$ cat config.mk
export PLATFORM = sky130hd
export DESIGN_NAME = issue_ctrl
export DESIGN_NICKNAME = d
export VERILOG_FILES = /design/src/logic/issue_pkg.sv /design/src/logic/hazard_unit.sv /design/src/logic/exec_tracker.sv /design/src/logic/mem_timer.sv /design/src/logic/mem_ctrl.sv /design/src/logic/issue_ctrl.sv
export SDC_FILE = /design/constraint.sdc
export NUM_CORES = 1
export LEC_CHECK = 0
export BUFFER_PORTS_ARGS = -buffer_cell sky130_fd_sc_hd__buf_2
export CELL_PAD_IN_SITES_DETAIL_PLACEMENT = 1
export CELL_PAD_IN_SITES_GLOBAL_PLACEMENT = 2
export CORE_MARGIN = 4
export CORE_UTILIZATION = 37
export CTS_CLUSTER_DIAMETER = 50
export DETAILED_ROUTE_END_ITERATION = 16
export GPL_ROUTABILITY_DRIVEN = 0
export HOLD_SLACK_MARGIN = 0.02
export PLACE_DENSITY = 0.83
export REMOVE_ABC_BUFFERS = 1
export SLEW_MARGIN = 25
export SYNTH_ARGS = -nofsm -noshare
export SYNTH_HDL_FRONTEND = slang
export SYNTH_SLANG_ARGS = --single-unit
$ cat constraint.sdc
create_clock -name clk_i -period 3.37 [get_ports clk_i]
set_clock_uncertainty 0.15 [all_clocks]
set_input_delay 0.5055 -clock clk_i [delete_from_list [all_inputs] [get_ports clk_i]]
set_output_delay 0.5055 -clock clk_i [all_outputs]
set_load 0.01 [all_outputs]
$ cat src/logic/issue_pkg.sv
`default_nettype none

package issue_pkg;

  // **************************************************
  // Widths and pipe depth
  // **************************************************

  localparam int REG_W    = 5;
  localparam int CLASS_W  = 2;
  localparam int LAT_W    = 3;
  localparam int EX_DEPTH = 5;  // Stages in the long EX pipe.

  typedef logic [REG_W-1:0]   reg_idx_t;
  typedef logic [CLASS_W-1:0] instr_class_t;
  typedef logic [LAT_W-1:0]   mem_lat_t;  // Zero behaves like one.

  localparam instr_class_t CLASS_ALU    = 2'd0;
  localparam instr_class_t CLASS_EX     = 2'd1;
  localparam instr_class_t CLASS_MEM    = 2'd2;
  localparam instr_class_t CLASS_BRANCH = 2'd3;

  // **************************************************
  // Descriptors and tags
  // **************************************************

  typedef struct packed {
    reg_idx_t     rs1;
    reg_idx_t     rs2;
    logic         rs1_needed;
    logic         rs2_needed;
    reg_idx_t     rd;
    logic         rd_wr;
    instr_class_t iclass;
    mem_lat_t     mem_lat;
  } dec_instr_t;

  typedef struct packed {
    logic     valid;
    logic     wr;
    reg_idx_t rd;
  } ex_stage_t;

  typedef ex_stage_t [EX_DEPTH-1:0] ex_stages_t;  // Index 0 holds stage 1.

  typedef struct packed {
    logic     valid;
    reg_idx_t rd;
  } wb_t;

  typedef enum logic [1:0] {
    MEM_IDLE,
    MEM_WAIT,
    MEM_DONE
  } mem_state_e;

endpackage

`default_nettype wire

$ cat src/logic/hazard_unit.sv
`timescale 1ns/1ps
`default_nettype none

module hazard_unit (
  input  wire logic                  dec_valid_i,
  input  wire issue_pkg::dec_instr_t instr_i,
  input  wire issue_pkg::ex_stages_t ex_stages_i,
  input  wire logic                  mem_busy_i,
  input  wire issue_pkg::ex_stage_t  mem_pend_i,
  output logic                       stall_o,
  output logic                       issue_o
);

  logic raw_ex;
  logic raw_mem;
  logic ex_busy;
  logic class_stall;

  // True when a needed source reads the register a pending slot will write.
  function automatic logic src_hit(
    input issue_pkg::reg_idx_t  src,
    input logic                 needed,
    input issue_pkg::ex_stage_t slot
  );
    return needed && (src != '0) && slot.valid && slot.wr && (src == slot.rd);
  endfunction

  // **************************************************
  // Read-after-write checks
  // **************************************************

  always_comb begin : raw_check
    raw_ex = 1'b0;
    // The last stage writes back this cycle, so it is not a hazard.
    for (int s = 0; s < issue_pkg::EX_DEPTH - 1; s++) begin
      raw_ex = raw_ex |
               src_hit(instr_i.rs1, instr_i.rs1_needed, ex_stages_i[s]) |
               src_hit(instr_i.rs2, instr_i.rs2_needed, ex_stages_i[s]);
    end

    raw_mem = src_hit(instr_i.rs1, instr_i.rs1_needed, mem_pend_i) |
              src_hit(instr_i.rs2, instr_i.rs2_needed, mem_pend_i);
  end

  // **************************************************
  // Structural checks per class
  // **************************************************

  always_comb begin : class_check
    ex_busy = 1'b0;
    for (int s = 0; s < issue_pkg::EX_DEPTH; s++) begin
      ex_busy = ex_busy | ex_stages_i[s].valid;
    end

    case (instr_i.iclass)
      issue_pkg::CLASS_BRANCH: begin
        class_stall = ex_busy;                 // Branches wait for an empty EX pipe.
      end
      issue_pkg::CLASS_ALU: begin
        // An EX result in the next to last stage claims the shared port next cycle.
        class_stall = ex_stages_i[issue_pkg::EX_DEPTH-2].valid;
      end
      issue_pkg::CLASS_MEM: begin
        class_stall = mem_busy_i;              // Only one access in flight.
      end
      default: begin
        class_stall = 1'b0;
      end
    endcase
  end

  // **************************************************
  // Decision
  // **************************************************

  always_comb begin : decode_stall
    stall_o = 1'b0;
    if (dec_valid_i && (raw_ex || raw_mem || class_stall)) begin
      stall_o = 1'b1;
    end
  end

  assign issue_o = dec_valid_i && !stall_o;

endmodule : hazard_unit

`default_nettype wire

$ cat src/logic/exec_tracker.sv
`timescale 1ns/1ps
`default_nettype none

module exec_tracker (
  input  wire logic                  clk_i,
  input  wire logic                  rst_i,
  input  wire logic                  issue_i,
  input  wire issue_pkg::dec_instr_t instr_i,
  output issue_pkg::ex_stages_t      ex_stages_o,
  output issue_pkg::wb_t             pipe_wb_o
);

  logic                 alu_issue;
  logic                 ex_issue;
  issue_pkg::ex_stage_t alu_q;
  issue_pkg::ex_stages_t stages_q;
  issue_pkg::ex_stage_t last_stage;

  assign alu_issue = issue_i && (instr_i.iclass == issue_pkg::CLASS_ALU);
  assign ex_issue  = issue_i && (instr_i.iclass == issue_pkg::CLASS_EX);

  // **************************************************
  // Single ALU slot and EX shift register
  // **************************************************

  always_ff @(posedge clk_i) begin
    alu_q       <= '{valid: alu_issue, wr: instr_i.rd_wr, rd: instr_i.rd};
    stages_q[0] <= '{valid: ex_issue, wr: instr_i.rd_wr, rd: instr_i.rd};
    for (int s = 1; s < issue_pkg::EX_DEPTH; s++) begin
      stages_q[s] <= stages_q[s-1];  // The pipe never stalls.
    end

    if (rst_i) begin
      alu_q.valid <= 1'b0;
      for (int s = 0; s < issue_pkg::EX_DEPTH; s++) begin
        stages_q[s].valid <= 1'b0;
      end
    end
  end

  assign last_stage  = stages_q[issue_pkg::EX_DEPTH-1];
  assign ex_stages_o = stages_q;

  // The hazard rules keep both sources from reporting in one cycle.
  always_comb begin : pipe_wb_merge
    pipe_wb_o = '0;
    if (alu_q.valid && alu_q.wr) begin
      pipe_wb_o = '{valid: 1'b1, rd: alu_q.rd};
    end else if (last_stage.valid && last_stage.wr) begin
      pipe_wb_o = '{valid: 1'b1, rd: last_stage.rd};
    end
  end

endmodule : exec_tracker

`default_nettype wire

$ cat src/logic/mem_timer.sv
`timescale 1ns/1ps
`default_nettype none

module mem_timer (
  input  wire logic                clk_i,
  input  wire logic                rst_i,
  input  wire logic                load_i,
  input  wire issue_pkg::mem_lat_t lat_i,
  output logic                     last_o
);

  issue_pkg::mem_lat_t count_q;

  always_ff @(posedge clk_i) begin
    if (rst_i) begin
      count_q <= '0;
    end else if (load_i) begin
      count_q <= (lat_i == '0) ? issue_pkg::mem_lat_t'(1) : lat_i;
    end else if (count_q != '0) begin
      count_q <= count_q - issue_pkg::mem_lat_t'(1);  // Rests at zero.
    end
  end

  assign last_o = (count_q == issue_pkg::mem_lat_t'(1));  // Final wait cycle.

endmodule : mem_timer

`default_nettype wire

$ cat src/logic/mem_ctrl.sv
`timescale 1ns/1ps
`default_nettype none

module mem_ctrl (
  input  wire logic                  clk_i,
  input  wire logic                  rst_i,
  input  wire logic                  issue_i,
  input  wire issue_pkg::dec_instr_t instr_i,
  input  wire logic                  tmr_last_i,
  output logic                       tmr_load_o,
  output issue_pkg::mem_lat_t        tmr_lat_o,
  output logic                       busy_o,
  output issue_pkg::ex_stage_t       pend_o,
  output issue_pkg::wb_t             mem_wb_o
);

  issue_pkg::mem_state_e state_q;
  issue_pkg::mem_state_e state_d;
  logic                  mem_issue;
  issue_pkg::reg_idx_t   pend_rd_q;
  logic                  pend_wr_q;

  assign mem_issue  = issue_i && (instr_i.iclass == issue_pkg::CLASS_MEM);
  assign tmr_load_o = mem_issue;        // Timer starts on the issuing edge.
  assign tmr_lat_o  = instr_i.mem_lat;

  // **************************************************
  // Access FSM
  // **************************************************

  always_comb begin : next_state
    state_d = state_q;
    case (state_q)
      issue_pkg::MEM_IDLE: begin
        if (mem_issue) begin
          state_d = issue_pkg::MEM_WAIT;
        end
      end
      issue_pkg::MEM_WAIT: begin
        if (tmr_last_i) begin
          state_d = issue_pkg::MEM_DONE;
        end
      end
      issue_pkg::MEM_DONE: begin
        state_d = issue_pkg::MEM_IDLE;  // Busy blocks a new access here.
      end
      default: begin
        state_d = issue_pkg::MEM_IDLE;
      end
    endcase
  end

  always_ff @(posedge clk_i) begin
    if (rst_i) begin
      state_q <= issue_pkg::MEM_IDLE;
    end else begin
      state_q <= state_d;
    end
  end

  always_ff @(posedge clk_i) begin
    if (mem_issue) begin
      pend_rd_q <= instr_i.rd;
      pend_wr_q <= instr_i.rd_wr;
    end
  end

  assign busy_o   = (state_q != issue_pkg::MEM_IDLE);
  assign pend_o   = '{valid: busy_o, wr: pend_wr_q, rd: pend_rd_q};
  assign mem_wb_o = '{valid: (state_q == issue_pkg::MEM_DONE) && pend_wr_q, rd: pend_rd_q};

endmodule : mem_ctrl

`default_nettype wire

$ cat src/logic/issue_ctrl.sv
`timescale 1ns/1ps
`default_nettype none

module issue_ctrl (
  input  wire logic                  clk_i,
  input  wire logic                  rst_i,
  input  wire logic                  dec_valid_i,
  input  wire issue_pkg::dec_instr_t instr_i,
  output logic                       stall_o,
  output logic                       issue_o,
  output issue_pkg::wb_t             pipe_wb_o,
  output issue_pkg::wb_t             mem_wb_o
);

  issue_pkg::ex_stages_t ex_stages;
  logic                  mem_busy;
  issue_pkg::ex_stage_t  mem_pend;
  logic                  tmr_load;
  issue_pkg::mem_lat_t   tmr_lat;
  logic                  tmr_last;

  // **************************************************
  // Issue decision
  // **************************************************

  hazard_unit hazard_unit_i (
    .dec_valid_i (dec_valid_i),
    .instr_i     (instr_i),
    .ex_stages_i (ex_stages),
    .mem_busy_i  (mem_busy),
    .mem_pend_i  (mem_pend),
    .stall_o     (stall_o),
    .issue_o     (issue_o)
  );

  // **************************************************
  // Execution paths
  // **************************************************

  exec_tracker exec_tracker_i (
    .clk_i       (clk_i),
    .rst_i       (rst_i),
    .issue_i     (issue_o),
    .instr_i     (instr_i),
    .ex_stages_o (ex_stages),
    .pipe_wb_o   (pipe_wb_o)
  );

  mem_ctrl mem_ctrl_i (
    .clk_i      (clk_i),
    .rst_i      (rst_i),
    .issue_i    (issue_o),
    .instr_i    (instr_i),
    .tmr_last_i (tmr_last),
    .tmr_load_o (tmr_load),
    .tmr_lat_o  (tmr_lat),
    .busy_o     (mem_busy),
    .pend_o     (mem_pend),
    .mem_wb_o   (mem_wb_o)
  );

  mem_timer mem_timer_i (
    .clk_i  (clk_i),
    .rst_i  (rst_i),
    .load_i (tmr_load),
    .lat_i  (tmr_lat),
    .last_o (tmr_last)
  );

endmodule : issue_ctrl

`default_nettype wire

==> impl_summary.txt, run 1 <==
----------------------------------------------------
[Outcome]
  Result of the run ... finished, final reports clean

[Placement]
  Count of input and output buffers ... 39
  Worst setup timing slack at the placement stage ... 0.501 ns
  Total half-perimeter wirelength after legalization and detailed placement ... 3.88 mm
  Total instance count after detailed placement ... 296

[Routing]
  1st-iter DRT viols ... 83
  Number of detailed-route iterations in the first pass ... 4
  Via density ... 4.85
  Detail Route Antenna Nets ... 0
  Routed WL per cell ... 16.1 um
  Total DRC errors in the routed layout ... 0
  Routed Wire Length ... 4.89 mm
  Vias ... 1473

[Synthesis]
  Fraction of the yosys area taken by sequential cells ... 0.473
  Ranking of synthesized cells by instance count ... 41 x sky130_fd_sc_hd__dfxtp_1, 41 x sky130_fd_sc_hd__xnor2_1, 10 x sky130_fd_sc_hd__nand4_1, 10 x sky130_fd_sc_hd__nor2_1, 10 x sky130_fd_sc_hd__xor2_1
  Number of enable flip-flop cells after synthesis ... 6
  Predominant post-synthesis flop cell ... sky130_fd_sc_hd__dfxtp_1
  Leading post-synthesis cells by cell area ... sky130_fd_sc_hd__dfxtp_1 39%, sky130_fd_sc_hd__xnor2_1 17%, sky130_fd_sc_hd__edfxtp_1 8.5%
  Top cell type's share of synthesized area ... 0.387
  Average footprint of a synthesized cell ... 10.8 um2
  Post-synth top area cell ... sky130_fd_sc_hd__dfxtp_1
  Synthesis Warnings ... 0
  Register bit total from synthesis ... 47
  Number of different library cells in the post-synthesis netlist ... 38
  Async set or reset register ratio after synthesis ... 0
  Synthesized area ... 0.00212 mm2
  Synthesized instance count ... 196

[CTS]
  Worst skew pair latency ... 0.30 ns
  Maximum count of clock buffers along a single path ... 2
  Gates resized, CTS repair ... 0
  Sink Count ... 47
  Clock tree from TritonCTS ... done
  # H-tree levels ... 2
  Clock Root Buffer ... sky130_fd_sc_hd__clkbuf_8
  CTS clock-pin slew for the worst setup and hold paths ... 0.08 ns
  Number of hold-repair buffers added at the cts stage ... 0
  Post-CTS repair timing setup buffer count ... 0
  Number of buffers inserted during clock tree synthesis ... 5

[Timing]
  Pin slew with the least headroom to its limit ... 0.325 ns
  Setup Total Neg Slack ... 0 ns
  Final Cycle Share ... 0.853
  Final Hold Violating Endpoints ... 0
  Worst max-slew margin expressed relative to the limit ... 0.783
  Final setup violation count ... 0
  Final slew viol count ... 0
  Final WS setup ... 0.495 ns
  Clock period minus final worst setup slack ... 2.87 ns
  RSZ-0062 raised after global routing ... false
  Upper clock frequency limit ... 348 MHz

[Power and ir drop]
  Static leakage power ... 0.944 nW
  Relative contribution of combinational cells to total power ... 0.180
  Sequential share of power ... 0.510
  Max IR drop VDD ... 0.296 mV
  Net Switching ... 334 uW
  Power Density ... 511 mW/mm2
  Cell internal pwr ... 915 uW
  Switching power as a share of total power ... 0.267
  Clock network power share ... 0.309

[Critical path]
  Arrival time at the worst endpoint ... 2.22 ns
  Critical Path Fanout Max ... 6
  Endpoint class of the critical path ... output port
  Path type of the worst setup path ... in2out
  Sort of element at the start of the critical path ... input pin
  CP Data Required Time ... 2.71 ns

[Layout]
  Post-route core utilization ... 0.441
  Filler Cells Inserted ... 647
  Antenna cells ... 0
  Post-route insts no fill ... 304
  Area Overhead vs Synth ... 15.2%
  Proportion of layout cells with a drive suffix above 1 ... 0.246
  Number of nets in the layout ... 260

[Global route]
  All-layer global routing usage ... 0.150
  Sum of overflow across all layers after global routing ... 0
  First-pass GRT wire length ... 8.31 mm
  Initial antenna violation count ... 0
  Maximum number of pins on one net before global-route repair ... 16
  Via count of the first global-routing pass ... 1616

[Die]
  Die width ... 83.7 um
  Placement Rows ... 27
  Effective utilization at floorplan ... 0.382
  Core footprint ... 0.00554 mm2
  Die footprint ... 0.00700 mm2
  Number of placed I/O pins ... 40
  Chip height ... 83.7 um

[Flow run]
  Number of maximum-capacitance violations ... 0

[Hold path]
  Hold/Removal Path Class ... in2reg

----------------------------------------------------
logic make-up (layout without fill, tap and decap cells):
logic type | after synthesis | after routing | share of synthesized area
compound gates | 14 | 14 | 0.0502
xor+xnor | 51 | 51 | 0.211
buf+inv | 14 | 50 | 0.0390
flops | 47 | 47 | 0.473
fa+ha+maj | 3 | 3 | 0.0177
mux | 3 | 3 | 0.0189
simple gates | 64 | 64 | 0.191
state kept, by name (all words and copies together), names as in the netlist:
name / flops
exec_tracker_i.alu_q: 7
exec_tracker_i.ex_stages_o: 29
mem_ctrl_i.pend_rd_q: 5
mem_ctrl_i.pend_wr_q: 1
mem_ctrl_i.state_q: 2
mem_timer_i.count_q: 3
cell usage in the layout (no fill, tap or decap), drive strengths merged, types with 3 or more instances in the layout:
cell | synthesis | layout
xnor2 | 41 | 41
dfxtp | 41 | 41
buf | 10 | 40
nor2 | 11 | 11
nand4 | 10 | 10
xor2 | 10 | 10
nor3 | 9 | 9
nor2b | 9 | 9
clkbuf | 2 | 7
nand2 | 6 | 6
edfxtp | 6 | 6
a22o | 5 | 5
or4 | 4 | 4
o21ai | 4 | 4
nor4 | 3 | 3
ha | 3 | 3
per-stage QoR:
step / instance area [um2] / hold WS, ns / power [mW]
after floorplan: 2040 / 0.181 / 0.803
after global placement: 2340 / 0.183 / 0.873
after detailed placement: 2340 / 0.191 / 0.878
after CTS: 2440 / 0.153 / 1.26
after global routing: 2440 / 0.147 / 1.32
final: 2440 / 0.164 / 1.25
critical path: stages:
cell and delay (ns):
sky130_fd_sc_hd__buf_2 0.16, sky130_fd_sc_hd__or4_4 0.54, sky130_fd_sc_hd__o21ai_2 0.13, sky130_fd_sc_hd__or4_1 0.13, sky130_fd_sc_hd__and3_4 0.20, sky130_fd_sc_hd__nor2b_1 0.23, sky130_fd_sc_hd__and2_1 0.17, sky130_fd_sc_hd__buf_2 0.14
power groups by stage:
stage / logic, mW / clock network [mW] / registers [mW]
detailed placement: 0.227 / 0 / 0.650
floorplan: 0.162 / 0 / 0.641
finish: 0.225 / 0.386 / 0.637
global placement: 0.223 / 0 / 0.650
global route: 0.259 / 0.421 / 0.643
CTS: 0.230 / 0.396 / 0.637
layer usage:
layer  GRT usage  up-vias  routed length, um  part of all wire
met1       0.201      697               2270              0.46
li1            -      735                  -                 -
met4      0.0541        0                104             0.021
met2       0.236       34               2270              0.46
met5           0        -                  0                 0
met3      0.0346        7                243             0.050
final timing paths:
kind | startpoint | to | slack, ns | cells past startpoint
setup / recovery | instr_i[19] | issue_o | 0.50 | 8
hold / removal | instr_i[7] | exec_tracker_i.alu_q[1]$_DFF_P_ | 0.16 | 1
setup reg to reg | exec_tracker_i.alu_q[2]$_DFF_P_ | mem_timer_i.count_q[2]$_SDFFE_PP0P_ | 1.15 | 8
hold reg to reg | exec_tracker_i.ex_stages_o[12]$_DFF_P_ | exec_tracker_i.ex_stages_o[19]$_DFF_P_ | 0.20 | 0
layout make-up:
cell class	instances	area, um2	share of cell area
clock inverter	1	7.51	0.00308
tap	72	90.1	0.0369
timing repair buffer	40	203	0.0830
inverter	2	7.51	0.00308
multi-input combinational	135	1030	0.424
sequential	47	1000	0.410
clock buffer	7	97.6	0.0400
(Power assumes the default switching activity.)
==> run 2, diff against run 1 <==
--- a/config.mk
+++ b/config.mk
@@ -15,7 +15,6 @@
 export GPL_ROUTABILITY_DRIVEN = 0
 export HOLD_SLACK_MARGIN = 0.02
 export PLACE_DENSITY = 0.83
-export REMOVE_ABC_BUFFERS = 1
 export SLEW_MARGIN = 25
 export SYNTH_ARGS = -nofsm -noshare
 export SYNTH_HDL_FRONTEND = slang
==> impl_summary.txt, run 2 (synthesis gave the netlist of run 1 again) <==
----------------------------------------------------
[Outcome]
  Result of the run ... finished, final reports clean (unchanged)

[Layout]
  Area Overhead vs Synth ... 14.7% (was 15.2%)
  Post-route insts no fill ... 303 (was 304)
  Max FFs per register ... 29 (unchanged)
  Proportion of layout cells with a drive suffix above 1 ... 0.238 (was 0.246)
  Commonest cells after routing, fill and taps aside ... 41 x sky130_fd_sc_hd__xnor2_1, 41 x sky130_fd_sc_hd__dfxtp_1, 39 x sky130_fd_sc_hd__buf_2 (unchanged)
  Antenna cells ... 0 (unchanged)
  Number of nets in the layout ... 259 (was 260)
  Post-route core utilization ... 0.439 (was 0.441)

[Critical path]
  Sort of element at the start of the critical path ... flop (was input pin)
  Arrival time at the worst endpoint ... 2.29 ns (was 2.22 ns)
  Critical Path Fanout Max ... 4 (was 6)
  Path type of the worst setup path ... reg2out (was in2out)
  Endpoint class of the critical path ... output port (unchanged)
  CP Data Required Time ... 2.71 ns (about the same)

[CTS]
  Clock Root Buffer ... sky130_fd_sc_hd__clkbuf_8 (unchanged)
  Number of hold-repair buffers added at the cts stage ... 0 (unchanged)
  Clock tree from TritonCTS ... done (unchanged)
  Gates resized, CTS repair ... 0 (unchanged)
  Sink Count ... 47 (unchanged)
  CTS clock-pin slew for the worst setup and hold paths ... 0.08 ns (about the same)
  # H-tree levels ... 2 (unchanged)
  Number of buffers inserted during clock tree synthesis ... 5 (unchanged)
  Post-CTS repair timing setup buffer count ... 0 (unchanged)
  Maximum count of clock buffers along a single path ... 2 (unchanged)
  Worst skew pair latency ... 0.30 ns (about the same)

[Timing]
  Final Cycle Share ... 0.875 (was 0.853)
  Final Hold Violating Endpoints ... 0 (unchanged)
  Upper clock frequency limit ... 339 MHz (was 348 MHz)
  Final slew viol count ... 0 (unchanged)
  RSZ-0062 raised after global routing ... false (unchanged)
  Final setup violation count ... 0 (unchanged)
  Pin slew with the least headroom to its limit ... 0.537 ns (was 0.325 ns)
  Clock period minus final worst setup slack ... 2.95 ns (was 2.87 ns)
  Setup Total Neg Slack ... 0 ns (unchanged)
  Worst max-slew margin expressed relative to the limit ... 0.642 (was 0.783)

[Synthesis]
  Nets in the synthesized netlist ... 225

[Routing]
  1st-iter DRT viols ... 50 (was 83)
  Detail Route Antenna Nets ... 0 (unchanged)
  Total DRC errors in the routed layout ... 0 (unchanged)
  Routed Wire Length ... 4.70 mm (was 4.89 mm)
  Vias ... 1454 (was 1473)
  Via density ... 4.80 (was 4.85)
  Routed WL per cell ... 15.5 um (was 16.1 um)
  Number of detailed-route iterations in the first pass ... 4 (unchanged)

[Die]
  Die footprint ... 0.00700 mm2 (unchanged)
  Chip height ... 83.7 um (unchanged)
  Placement Rows ... 27 (unchanged)
  Effective utilization at floorplan ... 0.382 (unchanged)
  Number of placed I/O pins ... 40 (unchanged)
  Core footprint ... 0.00554 mm2 (unchanged)
  Die width ... 83.7 um (unchanged)

[Global route]
  First-pass GRT wire length ... 7.66 mm (was 8.31 mm)
  Initial antenna violation count ... 0 (unchanged)
  Sum of overflow across all layers after global routing ... 0 (unchanged)
  Via count of the first global-routing pass ... 1498 (was 1616)
  All-layer global routing usage ... 0.141 (was 0.150)
  Maximum number of pins on one net before global-route repair ... 15 (was 16)

[Placement]
  Count of input and output buffers ... 39 (unchanged)
  Total half-perimeter wirelength after legalization and detailed placement ... 3.84 mm (was 3.88 mm)
  Total instance count after detailed placement ... 295 (was 296)

[Flow run]
  Number of maximum-capacitance violations ... 0 (unchanged)

[Power and ir drop]
  Sequential share of power ... 0.518 (was 0.510)
  Cell internal pwr ... 914 uW (was 915 uW)
  Max IR drop VDD ... 0.241 mV (was 0.296 mV)
  Static leakage power ... 0.940 nW (was 0.944 nW)
  Net Switching ... 315 uW (was 334 uW)
  Switching power as a share of total power ... 0.256 (was 0.267)
  Clock network power share ... 0.301 (was 0.309)
  Power Density ... 506 mW/mm2 (was 511 mW/mm2)
  Relative contribution of combinational cells to total power ... 0.181 (was 0.180)

[Hold path]
  Hold/Removal Path Class ... in2reg (unchanged)

----------------------------------------------------
[run 2: critical path, cell delays in order, from the launching register on]
cell,delay (ns)
sky130_fd_sc_hd__dfxtp_1,0.49
sky130_fd_sc_hd__xnor2_1,0.16
sky130_fd_sc_hd__nand4_1,0.13
sky130_fd_sc_hd__nor3_1,0.22
sky130_fd_sc_hd__nor4_1,0.08
sky130_fd_sc_hd__o22ai_1,0.44
sky130_fd_sc_hd__nor2b_1,0.15
sky130_fd_sc_hd__and2_1,0.19
sky130_fd_sc_hd__buf_2,0.13
[run 2: power by group through the flow]
| stage | Combinational, mW | Sequential (mW) | Clock [mW] |
|---|---|---|---|
| after CTS | 0.227 | 0.638 | 0.382 |
| after detailed placement | 0.225 | 0.650 | 0 |
| after floorplan | 0.181 | 0.641 | 0 |
| after global routing | 0.251 | 0.643 | 0.406 |
| after global placement | 0.222 | 0.650 | 0 |
| final | 0.222 | 0.637 | 0.371 |
[run 2: path summary, 6_finish.rpt]
| path | end | from | cells past startpoint | slack, ns |
|---|---|---|---|---|
| min | exec_tracker_i.alu_q[3]$_DFF_P_ | instr_i[9] | 1 | 0.17 |
| max | issue_o | exec_tracker_i.alu_q[0]$_DFF_P_ | 8 | 0.42 |
| max reg2reg | mem_timer_i.count_q[1]$_SDFFE_PP0P_ | exec_tracker_i.alu_q[0]$_DFF_P_ | 7 | 1.10 |
| min reg2reg | exec_tracker_i.ex_stages_o[19]$_DFF_P_ | exec_tracker_i.ex_stages_o[12]$_DFF_P_ | 0 | 0.20 |
[run 2: routing by layer]
metal  global-route usage  share of wire  vias up  wire length, um
met3               0.0306          0.041        8              192
li1                     -              -      734                -
met1                0.178           0.47      683             2210
met4               0.0614          0.019        0               88
met2                0.228           0.47       29             2210
met5                    0              0        -                0
[run 2: layout make-up]
class,count,area [um2]
fillers,645,3110
multi-input cells,135,1030
flip-flops and latches,47,1000
repair buffers,39,195
clock buffers,8,101
well taps,72,90.1
inverters,2,7.51
[run 2: stage by stage]
stage | hold slack, ns | setup slack [ns] | area [um2] | power (mW)
2_1_floorplan | 0.181 | 0.764 | 2120 | 0.823
3_3_place_gp | 0.185 | 0.513 | 2330 | 0.872
3_5_place_dp | 0.190 | 0.497 | 2330 | 0.875
4_1_cts | 0.154 | 0.375 | 2430 | 1.25
5_1_grt | 0.150 | 0.162 | 2430 | 1.30
6_report | 0.167 | 0.423 | 2430 | 1.23
